File: src/common/xrv32i_cfg.svh
/*
 * Core-wide sizes and constants. Register count and index width must agree.
 * The no-op word is ADDI x0,x0,0 and fills flushed fetch slots.
 */
`ifndef XRV32I_CFG_SVH
`define XRV32I_CFG_SVH

`define XRV_XLEN        32              // data and address width
`define XRV_REG_COUNT   32
`define XRV_REG_ADDR_W  5
`define XRV_RESET_PC    32'h0000_0000   // first fetch after reset
`define XRV_NOP_WORD    32'h0000_0013   // addi x0, x0, 0

`endif

File: src/common/xrv32i_pkg.sv
/*
 * Types shared by the core stages. Only the kept RV32I opcodes are listed,
 * every other major opcode decodes to a no-op.
 */
`include "xrv32i_cfg.svh"

package xrv32i_pkg;

    typedef logic [`XRV_XLEN-1:0]       word_t;
    typedef logic [`XRV_REG_ADDR_W-1:0] reg_addr_t;

    typedef enum logic [6:0] {
        OP_IMM = 7'b0010011,
        OP     = 7'b0110011,
        LUI    = 7'b0110111,
        JAL    = 7'b1101111,
        BRANCH = 7'b1100011,
        STORE  = 7'b0100011
    } opcode_e;

    typedef enum logic [2:0] {
        ALU_ADD,
        ALU_SUB,
        ALU_AND,
        ALU_OR,
        ALU_XOR,
        ALU_SLT,
        ALU_PASS_B      // lui
    } alu_op_e;

    typedef enum logic [2:0] {
        EX_ALU,
        EX_BEQ,
        EX_BNE,
        EX_JAL,
        EX_STORE,
        EX_NONE
    } ex_kind_e;

    typedef struct packed {
        logic      valid;
        ex_kind_e  kind;
        alu_op_e   alu_op;
        word_t     opnum1;
        word_t     opnum2;
        reg_addr_t rd;
        logic      reg_we;
        word_t     store_data;  // rs2, also the branch compare operand
        word_t     target;      // branch or jump address
    } id_ex_t;

    typedef struct packed {
        logic      we;
        reg_addr_t addr;
        word_t     data;
    } reg_write_t;

    typedef struct packed {
        logic  valid;
        word_t target;
    } redirect_t;

endpackage

File: src/logic/core_alu.sv
/*
 * Combinational ALU. SLT is signed, pass-b serves LUI.
 */
`timescale 1ns/1ps

module core_alu (
    input  xrv32i_pkg::alu_op_e op,
    input  xrv32i_pkg::word_t   a,
    input  xrv32i_pkg::word_t   b,
    output xrv32i_pkg::word_t   result
);
    import xrv32i_pkg::*;

    always_comb begin
        case (op)
            ALU_ADD:    result = a + b;
            ALU_SUB:    result = a - b;
            ALU_AND:    result = a & b;
            ALU_OR:     result = a | b;
            ALU_XOR:    result = a ^ b;
            ALU_SLT:    result = word_t'($signed(a) < $signed(b));
            ALU_PASS_B: result = b;
            default:    result = '0;
        endcase
    end

endmodule

File: src/logic/core_regs.sv
/*
 * 32 x 32 register file, cleared on reset. x0 reads zero.
 * Reads see a write of the same cycle, so decode needs no forwarding.
 */
`timescale 1ns/1ps
`include "xrv32i_cfg.svh"

module core_regs (
    input  logic                   clk,
    input  logic                   reset,
    input  xrv32i_pkg::reg_addr_t  rs1_addr,
    input  xrv32i_pkg::reg_addr_t  rs2_addr,
    input  xrv32i_pkg::reg_write_t wb,
    output xrv32i_pkg::word_t      rs1_data,
    output xrv32i_pkg::word_t      rs2_data
);
    import xrv32i_pkg::*;

    word_t regs [`XRV_REG_COUNT];
    logic  wr_en;

    assign wr_en = wb.we && (wb.addr != '0);   // x0 is never written

    always_ff @(posedge clk) begin
        if (reset) begin
            for (int i = 0; i < `XRV_REG_COUNT; i++) begin
                regs[i] <= '0;
            end
        end else if (wr_en) begin
            regs[wb.addr] <= wb.data;
        end
    end

    function automatic word_t read_port(input reg_addr_t addr);
        if (wr_en && wb.addr == addr) begin
            return wb.data;             // write-through
        end
        return regs[addr];
    endfunction

    assign rs1_data = read_port(rs1_addr);
    assign rs2_data = read_port(rs2_addr);

endmodule

File: src/logic/core_fetch.sv
/*
 * Program counter and fetch/decode register. inst_in must hold the word at
 * inst_addr_out before the next rising edge. No stalls, only redirects.
 */
`timescale 1ns/1ps
`include "xrv32i_cfg.svh"

module core_fetch (
    input  logic                  clk,
    input  logic                  reset,
    input  xrv32i_pkg::redirect_t redirect,
    input  xrv32i_pkg::word_t     inst_in,
    output xrv32i_pkg::word_t     inst_addr_out,
    output xrv32i_pkg::word_t     if_pc,
    output xrv32i_pkg::word_t     if_inst
);
    import xrv32i_pkg::*;

    word_t pc;

    always_ff @(posedge clk) begin
        if (reset) begin
            pc <= `XRV_RESET_PC;
        end else if (redirect.valid) begin
            pc <= redirect.target;      // taken branch or jal
        end else begin
            pc <= pc + word_t'(4);
        end
    end

    // the fetched word is dropped on a redirect
    always_ff @(posedge clk) begin
        if (reset || redirect.valid) begin
            if_inst <= `XRV_NOP_WORD;
        end else begin
            if_inst <= inst_in;
        end
        if_pc <= pc;                    // payload only
    end

    assign inst_addr_out = pc;

endmodule

File: src/logic/core_decode.sv
/*
 * Decode and decode/execute register. Operands are fully resolved here,
 * execute only sees opnum1/opnum2, rs2 and the target. Unknown words are no-ops.
 */
`timescale 1ns/1ps

module core_decode (
    input  logic                  clk,
    input  logic                  reset,
    input  xrv32i_pkg::word_t     if_pc,
    input  xrv32i_pkg::word_t     if_inst,
    input  xrv32i_pkg::redirect_t redirect,
    input  xrv32i_pkg::word_t     rs1_data,
    input  xrv32i_pkg::word_t     rs2_data,
    output xrv32i_pkg::reg_addr_t rs1_addr,
    output xrv32i_pkg::reg_addr_t rs2_addr,
    output xrv32i_pkg::id_ex_t    id_ex
);
    import xrv32i_pkg::*;

    opcode_e    opcode;
    logic [2:0] funct3;
    logic [6:0] funct7;
    word_t      imm_i;
    word_t      imm_s;
    word_t      imm_b;
    word_t      imm_u;
    word_t      imm_j;
    alu_op_e    alu_f3;
    logic       f3_ok;
    id_ex_t     id_ex_next;

    assign opcode   = opcode_e'(if_inst[6:0]);
    assign funct3   = if_inst[14:12];
    assign funct7   = if_inst[31:25];
    assign rs1_addr = if_inst[19:15];
    assign rs2_addr = if_inst[24:20];

    assign imm_i = {{20{if_inst[31]}}, if_inst[31:20]};
    assign imm_s = {{20{if_inst[31]}}, if_inst[31:25], if_inst[11:7]};
    assign imm_b = {{19{if_inst[31]}}, if_inst[31], if_inst[7], if_inst[30:25],
                    if_inst[11:8], 1'b0};
    assign imm_u = {if_inst[31:12], 12'b0};
    assign imm_j = {{11{if_inst[31]}}, if_inst[31], if_inst[19:12], if_inst[20],
                    if_inst[30:21], 1'b0};

    // funct3 map shared by op-imm and op
    always_comb begin
        f3_ok = 1'b1;
        case (funct3)
            3'b000:  alu_f3 = ALU_ADD;
            3'b010:  alu_f3 = ALU_SLT;
            3'b100:  alu_f3 = ALU_XOR;
            3'b110:  alu_f3 = ALU_OR;
            3'b111:  alu_f3 = ALU_AND;
            default: begin
                alu_f3 = ALU_ADD;
                f3_ok  = 1'b0;          // shifts, sltu
            end
        endcase
    end

    always_comb begin
        id_ex_next.valid      = 1'b1;
        id_ex_next.kind       = EX_NONE;
        id_ex_next.alu_op     = ALU_ADD;
        id_ex_next.opnum1     = rs1_data;
        id_ex_next.opnum2     = imm_i;
        id_ex_next.rd         = if_inst[11:7];
        id_ex_next.reg_we     = 1'b0;
        id_ex_next.store_data = rs2_data;
        id_ex_next.target     = if_pc + imm_b;
        case (opcode)
            OP_IMM: begin
                if (f3_ok) begin
                    id_ex_next.kind   = EX_ALU;
                    id_ex_next.alu_op = alu_f3;
                    id_ex_next.reg_we = 1'b1;
                end
            end
            OP: begin
                id_ex_next.opnum2 = rs2_data;
                if (f3_ok && funct7 == 7'b0000000) begin
                    id_ex_next.kind   = EX_ALU;
                    id_ex_next.alu_op = alu_f3;
                    id_ex_next.reg_we = 1'b1;
                end else if (funct3 == 3'b000 && funct7 == 7'b0100000) begin
                    id_ex_next.kind   = EX_ALU; // sub
                    id_ex_next.alu_op = ALU_SUB;
                    id_ex_next.reg_we = 1'b1;
                end
            end
            LUI: begin
                id_ex_next.kind   = EX_ALU;
                id_ex_next.alu_op = ALU_PASS_B;
                id_ex_next.opnum2 = imm_u;
                id_ex_next.reg_we = 1'b1;
            end
            JAL: begin
                id_ex_next.kind   = EX_JAL;
                id_ex_next.opnum1 = if_pc;      // link = pc + 4
                id_ex_next.opnum2 = word_t'(4);
                id_ex_next.reg_we = 1'b1;
                id_ex_next.target = if_pc + imm_j;
            end
            BRANCH: begin
                if (funct3 == 3'b000) begin
                    id_ex_next.kind = EX_BEQ;
                end else if (funct3 == 3'b001) begin
                    id_ex_next.kind = EX_BNE;
                end
            end
            STORE: begin
                if (funct3 == 3'b010) begin
                    id_ex_next.kind   = EX_STORE;   // sw only
                    id_ex_next.opnum2 = imm_s;
                end
            end
            default: ;
        endcase
    end

    always_ff @(posedge clk) begin
        id_ex <= id_ex_next;
        if (reset || redirect.valid) begin
            id_ex.valid <= 1'b0;        // squash the shadow slot
        end
    end

endmodule

File: src/logic/core_execute.sv
/*
 * Execute stage, purely combinational on the decode/execute register.
 * A store is a one-cycle strobe with no back-pressure. Nothing fires unless valid.
 */
`timescale 1ns/1ps

module core_execute (
    input  xrv32i_pkg::id_ex_t     id_ex,
    output xrv32i_pkg::reg_write_t wb,
    output xrv32i_pkg::redirect_t  redirect,
    output logic                   req_out,
    output xrv32i_pkg::word_t      addr_out,
    output xrv32i_pkg::word_t      data_out
);
    import xrv32i_pkg::*;

    word_t alu_result;
    logic  operands_eq;
    logic  taken;

    core_alu alu_inst (
        .op     (id_ex.alu_op),
        .a      (id_ex.opnum1),
        .b      (id_ex.opnum2),
        .result (alu_result)
    );

    assign operands_eq = (id_ex.opnum1 == id_ex.store_data);  // rs1 vs rs2

    always_comb begin
        case (id_ex.kind)
            EX_JAL:  taken = 1'b1;
            EX_BEQ:  taken = operands_eq;
            EX_BNE:  taken = !operands_eq;
            default: taken = 1'b0;
        endcase
    end

    assign redirect.valid  = id_ex.valid && taken;
    assign redirect.target = id_ex.target;

    // alu and jal write back, decode only sets reg_we for those
    assign wb.we   = id_ex.valid && id_ex.reg_we;
    assign wb.addr = id_ex.rd;
    assign wb.data = alu_result;

    assign req_out  = id_ex.valid && (id_ex.kind == EX_STORE);
    assign addr_out = alu_result;       // rs1 + imm_s
    assign data_out = id_ex.store_data;

endmodule

File: src/logic/xrv32i.sv
/*
 * RV32I subset core, three stages with no stalls. inst_in is a ROM-like port
 * read one cycle after inst_addr_out. Each req_out cycle is one word store.
 */
`timescale 1ns/1ps

module xrv32i (
    input  logic              clk,
    input  logic              reset,
    input  xrv32i_pkg::word_t inst_in,
    output xrv32i_pkg::word_t inst_addr_out,
    output logic              req_out,
    output xrv32i_pkg::word_t addr_out,
    output xrv32i_pkg::word_t data_out
);
    import xrv32i_pkg::*;

    word_t      if_pc;
    word_t      if_inst;
    reg_addr_t  rs1_addr;
    reg_addr_t  rs2_addr;
    word_t      rs1_data;
    word_t      rs2_data;
    id_ex_t     id_ex;
    reg_write_t wb;
    redirect_t  redirect;

    core_fetch fetch_inst (
        .clk           (clk),
        .reset         (reset),
        .redirect      (redirect),
        .inst_in       (inst_in),
        .inst_addr_out (inst_addr_out),
        .if_pc         (if_pc),
        .if_inst       (if_inst)
    );

    core_decode decode_inst (
        .clk      (clk),
        .reset    (reset),
        .if_pc    (if_pc),
        .if_inst  (if_inst),
        .redirect (redirect),
        .rs1_data (rs1_data),
        .rs2_data (rs2_data),
        .rs1_addr (rs1_addr),
        .rs2_addr (rs2_addr),
        .id_ex    (id_ex)
    );

    core_regs regs_inst (
        .clk      (clk),
        .reset    (reset),
        .rs1_addr (rs1_addr),
        .rs2_addr (rs2_addr),
        .wb       (wb),
        .rs1_data (rs1_data),
        .rs2_data (rs2_data)
    );

    core_execute ex_inst (
        .id_ex    (id_ex),
        .wb       (wb),
        .redirect (redirect),      // to fetch and decode
        .req_out  (req_out),
        .addr_out (addr_out),
        .data_out (data_out)
    );

endmodule

File: config.mk
export PLATFORM = sky130hd
export DESIGN_NAME = xrv32i
export DESIGN_NICKNAME = d
export VERILOG_FILES = /design/src/common/xrv32i_pkg.sv /design/src/logic/core_alu.sv /design/src/logic/core_regs.sv /design/src/logic/core_fetch.sv /design/src/logic/core_decode.sv /design/src/logic/core_execute.sv /design/src/logic/xrv32i.sv
export VERILOG_INCLUDE_DIRS = /design/src /design/src/common
export SDC_FILE = /design/constraint.sdc
export NUM_CORES = 2
export LEC_CHECK = 0
export BUFFER_PORTS_ARGS = -buffer_cell sky130_fd_sc_hd__buf_2
export CAP_MARGIN = 5
export CORE_ASPECT_RATIO = 0.5
export CORE_MARGIN = 5
export CORE_UTILIZATION = 25
export DETAILED_ROUTE_END_ITERATION = 10
export MAX_ROUTING_LAYER = met4
export PLACE_DENSITY = 0.49
export REMOVE_ABC_BUFFERS = 1
export SYNTH_ARGS = -nofsm -noshare
export SYNTH_HDL_FRONTEND = slang
export SYNTH_SLANG_ARGS = --single-unit
File: constraint.sdc
create_clock -name clk -period 9.4 [get_ports clk]
set_input_delay 2.82 -clock clk [delete_from_list [all_inputs] [get_ports clk]]
set_output_delay 2.82 -clock clk [all_outputs]
set_load 0.05 [all_outputs]
# --- Word-level counts from Yosys, hierarchy flattened ---
# Memories as Yosys holds them, arrays and structs flattened. A register that Yosys moved wholly into a read port is not among the register bits.
# Index checks and enable logic that the tools add are counted.
word_totals:
  ram_bits: 1024
  wordCells: 102
  output_inout_bits: 97
  mem_count: 1
  regBits: 237
op_classes:
  add_sub_neg: 5
  order_cmp: 1
  n_mux: 38
  n_eq_ne: 25
  reduce_logical: 17
  bitwise: 3
mem_list:
  columns: ["memory", "words", "width", "read_ports", "rd_clocked_by_memory_dff", "write_ports", "line_no", "source"]
  rows:
  - ["regs_inst.regs", 32, 32, 2, 2, 32, "core_regs.sv:19", "word_t regs [`XRV_REG_COUNT];"]
op_table:
  columns: ["op", "n"]
  rows:
  - ["32-bit 2-to-1 mux", 8]
  - ["32-bit one-hot mux with 7 select lines", 1]
  - ["32-bit one-hot mux with 4 select lines", 1]
  - ["32-bit adder", 3]
  - ["32-bit by 3-bit adder with 32-bit output, second input constant", 1]
  - ["32-bit AND", 1]
  - ["32-bit equality test", 1]
  - ["32-bit less-than comparator", 1]
  - ["32-bit bitwise OR", 1]
  - ["32-bit OR reduction", 1]
  - ["32-bit subtractor", 1]
  - ["32-bit bitwise XOR", 1]
  - ["7-bit by 6-bit equality test with 1-bit output, second input constant", 4]
  - ["3-bit equality test, second input constant", 7]
  - ["5-bit 2-to-1 mux", 4]
  - ["6-bit 2-to-1 mux", 3]
  - ["3-bit one-hot mux with 6 select lines", 1]
  - ["3-bit by 2-bit equality test with 1-bit output, second input constant", 5]
  - ["7-bit equality test, second input constant", 2]
  - ["1-bit 2-to-1 mux", 14]
  - ["3-bit one-hot mux with 4 select lines", 1]
  - ["5-bit equality test", 2]
  - ["3-bit by 1-bit equality test with 1-bit output, second input constant", 3]
  - ["3-bit one-hot mux with 3 select lines", 1]
  - ["other kinds (11)", 21]

# --- Longest topological paths before layout ---
logic_depth:
  word_depth: 7
  ltp_mapped: 18
  depth_no_buf: 16

# --- Cells and area by module ---
# Synthesis repeated with hierarchy kept, for this count alone.
unflattened:
  cells_unflattened: 5396
  area_unflattened_um2: 70468.8
modules_own_cells:
  columns: ["mod", "n_inst", "cells_each", "area_each_um2", "seq_area_each_um2"]
  rows:
  - ["core_regs", 1, 3494, 54461.0, 30749.5]
  - ["core_decode", 1, 570, 5821.8, 2822.7]
  - ["core_alu", 1, 861, 5713.0, 0.0]
  - ["core_fetch", 1, 322, 3318.2, 1921.8]
  - ["core_execute", 1, 149, 1154.9, 0.0]

# --- Worst setup path after synthesis ---
# Ideal clock, no wire load.
synth_path:
  path_type: "flip-flop to output port"
  start: "register decode_inst.id_ex[102] (netlist name)"
  end: "output addr_out[18]"
  n_path_buf: 1
  arrival_time_ns: 3.359
  path_stages_with_launch: 15
  t_required_ns: 6.580
  slack_ns: 3.221
  path_cell_list: "dfxtp_1 -> inv_1 -> ha_1 -> fa_1 -> nor2_1 -> o211ai_2 -> a211oi_2 -> a2111oi_4 -> nor4_1 -> o31ai_1 -> or3_1 -> and4_1 -> a21o_1 -> clkbuf_1 -> inv_1"
synth_via:
  elab_chain_cells: 2
  elab_cells_between_ends: 3
  cone_classes: "add/sub: 2; mux: 1"
synth_rtl:
  columns: ["element", "line_no", "source"]
  rows:
  - ["32-bit subtractor or 32-bit adder (tied branches)", "core_alu.sv:17, core_alu.sv:16", null]
  - ["32-bit one-hot mux with 7 select lines *", "core_alu.sv:15", "case (op)"]
  - ["end: declaration", "xrv32i.sv:13", "output xrv32i_pkg::word_t addr_out,"]
# Mark *: on every way between the ends. The rest lies on a longest branch, timed or not.

# --- Final worst setup path ---
layout_path:
  start: "register decode_inst.id_ex[102] (netlist name)"
  end: "output addr_out[16]"
layout_via:
  elab_chain_cells: 2
  elab_cells_between_ends: 3
  cone_classes: "add/sub: 2; mux: 1"
layout_rtl:
  columns: ["element", "line_no"]
  rows:
  - ["32-bit subtractor or 32-bit adder (tied branches)", "core_alu.sv:17, core_alu.sv:16"]
  - ["32-bit one-hot mux with 7 select lines *", "core_alu.sv:15"]
# Marked as above.

==> results.yml <==
placement:
  dp_hpwl_mm: 168.3
  port_buffers: 130
  pre_cts_ws_ps: 2177
  place_congestion: 0.9492
hold_path:
  hp-start: "fetch_inst.inst_addr_out[0]"
  hold_path_class: "reg2reg"
  whs_path_depth: 0
  whs_endpoint: "fetch_inst.if_pc[0]"
die:
  rows: 134
  core-area_mm2: 0.2674
  chipWidth_um: 743.8
  ios: 131
  dieArea_mm2: 0.2804
  initial_core_util: 0.2517
  fp.dieH_um: 376.9
clock_tree:
  max-clock-path-buffers: 3
  htreeDepth: 4
  cts_resized: 0
  clk_latency_ps: 790
  cts_tree: "done"
  cts_hold_repair.buffers: 0
  cts_root_buf: "clkbuf_16"
  postCtsSetupBuffers: 0
  numCtsBuffers: 141
  numClockSinks: 1261
  clkSlewWorstSetupHoldPaths_ps: 60
sta:
  finalCritPeriodShare: 0.8656
  setup_tns_ps: 0
  rsz0062_at_grt: "no"
  fin_skew_ps: 29.12
  timing.hold.ws_ps: 383.7
  maxSlewHeadroom: 0.2332
  hold_viol: 0
  finalSetupViolCount: 0
  fin_crit_ps: 8136
  slew_violations: 0
  tightest_slew_ps: 1148
  setup_ws_ps: 1264
  max_clock_freq_mhz: 122.9
critical_path:
  timing.rr.end: "decode_inst.id_ex[28]"
  crit_arrival_ps: 5320
  cp-start-kind: "flip-flop"
  cp_data_required_time_ps: 6580
  endpoint_kind: "primary output"
  reg2reg_slack_ps: 4440
  crit_type: "reg2out"
  path_max_fanout: 32
  worst_r2r_path_depth: 14
  rr_startpoint: "fetch_inst.if_inst[5]"
power:
  share_clk_of_total_power: 0.355
  p_switching_mw: 5.036
  irDropWorstVdd_uv: 135.8
  p_seq_frac: 0.424
  power_density_mw_per_mm2: 199.6
  switching_share: 0.3290
  finalPower_mw: 15.31
  power_frac_comb: 0.221
  p_leak_nw: 27.03
  intPower_mw: 10.27
logic_synthesis:
  synthMuxAreaShare: 0.2302
  netlist.area_leader.share: 0.4568
  synth_area_leaders: "edfxtp_1 (46%), mux4_2 (21%), dfxtp_1 (7.0%)"
  yosysSeqAreaShare: 0.5273
  synth-edff-count: 1024
  ys.flop_type: "edfxtp_1"
  synthCells: 5141
  synthArstFlopShare: 0
  synth-seq-cells: 1261
  synth_area_leader_cell: "edfxtp_1"
  syn_area_mm2: 0.06731
  synth_compound_area_frac: 0.06073
  synth_top_family_by_area: "multiplexers"
  synthAdderAreaFrac: 0.02636
  synth_warnings: 0
  yosysUniqueCellTypes: 92
  yosys-top-cells-count: "nor2_1 (1,194), edfxtp_1 (1,024), mux4_2 (640)"
  syn_area_per_cell_um2: 13.09
  synth_most_common_cell: "nor2_1"
  synth_simple_gate_area_frac: 0.1029
  synth_xor_area_frac: 0.01418
run_status:
  status: "finished, final reports clean"
detailed_routing:
  drt_wl_total_mm: 268.2
  vias: 46820
  wl_per_cell_um: 30.43
  initialDrtViolationCount: 5879
  drtPass1Iterations: 6
  drc: 0
  drt-vias-per-instance: 5.313
  antenna_left: 0
global_routing:
  antenna_found_initial: 10
  track_usage: 0.1923
  grt_overflow: 0
  grt_pass1_wl_mm: 371.0
  grt_start_max_net_pins: 109
  grt_pass1_vias: 45900
finish:
  nNetsFinal: 5271
  area_growth_syn_to_layout_pct: 13.94
  drive_above_1_share: 0.2475
job:
  cap_violations: 0
## power groups by stage
stage | registers, mW | clock network [mW] | logic (mW)
3_5_place_dp | 6.61 | 0 | 3.33
3_3_place_gp | 6.60 | 0 | 3.34
6_report | 6.50 | 5.43 | 3.38
5_1_grt | 6.52 | 5.73 | 3.51
4_1_cts | 6.49 | 5.50 | 3.34
2_1_floorplan | 6.68 | 0 | 1.93
## through the flow
step	util	instances	cell area, µm²
floorplan	-	4674	65380
global placement	0.2703	8558	72280
detailed placement	0.2703	8558	72280
CTS	0.2868	8809	76690
global route	0.2868	8810	76690
finish	0.2868	8812	76700
## state kept, by name, indices dropped and copies added (netlist names)
signal and cells:
decode_inst.id_ex 141, fetch_inst.if_inst 32, regs_inst.regs 1024, fetch_inst.if_pc 32
fetch_inst.inst_addr_out 32
## layout by cell type, fill, tap and decap left out, types with 39 or more instances in the layout
cell type,count
nor2_1,1191
edfxtp_1,1024
mux4_2,640
dfxtp_1,224
a21oi_1,172
clkbuf_16,146
buf_4,144
inv_1,137
ha_1,137
buf_2,129
nand2_1,122
xnor2_1,85
o21ai_0,79
mux2i_1,69
nand3_1,42
a211oi_1,40
clkbuf_1,40
nor3_1,39
## kinds of logic after synthesis
| family | count (synthesis) |
|---|---|
| AOI/OAI and AO/OA | 595 |
| adders and majority gates | 140 |
| and+or+nand+nor | 1652 |
| muxes | 744 |
| DFF | 1261 |
| other | 1 |
| buffers and inverters | 639 |
| xor gates and xnor gates | 109 |
## cell type report
| class | count | area (µm²) |
|---|---|---|
| Multi-Input combinational cell | 3272 | 29850 |
| Antenna cell | 3 | 7.507 |
| Clock inverter | 61 | 545.5 |
| Fill cell | 27100 | 190700 |
| Clock buffer | 190 | 3859 |
| Timing Repair Buffer | 280 | 1867 |
| Inverter | 141 | 529.3 |
| Sequential cell | 1261 | 35530 |
| Tap cell | 3604 | 4509 |
## worst max-delay path by stage
stage                                start               endpoint  slack (ps)  cells past startpoint
finish              decode_inst.id_ex[102]           addr_out[16]        1260                     14
global route        decode_inst.id_ex[102]           addr_out[16]        1030                     14
CTS                 decode_inst.id_ex[102]           addr_out[16]        1300                     14
detailed placement  decode_inst.id_ex[102]           addr_out[16]        2180                     14
global placement    decode_inst.id_ex[102]           addr_out[16]        2190                     14
floorplan           fetch_inst.if_inst[20]  decode_inst.id_ex[74]       -3260                      6
## layer usage
| metal | up-vias | track usage | routed length [µm] |
|---|---|---|---|
| met5 | - | - | 0 |
| met4 | 0 | 0.06829 | 10660 |
| met3 | 466 | 0.03058 | 21400 |
| met2 | 2278 | 0.3018 | 125200 |
| met1 | 24860 | 0.2525 | 110900 |
| li1 | 19220 | - | - |
## critical path: stages, from the launching register on
cell and delay [ps]:
dfxtp_1 370, inv_1 90, ha_1 200, fa_1 430, nor2_1 240, o211ai_2 170, a211oi_2 430, a2111oi_4 190
o41ai_1 480, a21oi_1 140, o41ai_1 160, xnor2_1 220, a21oi_4 910, inv_1 210, buf_2 280
Power figures use the tool's default switching activity.
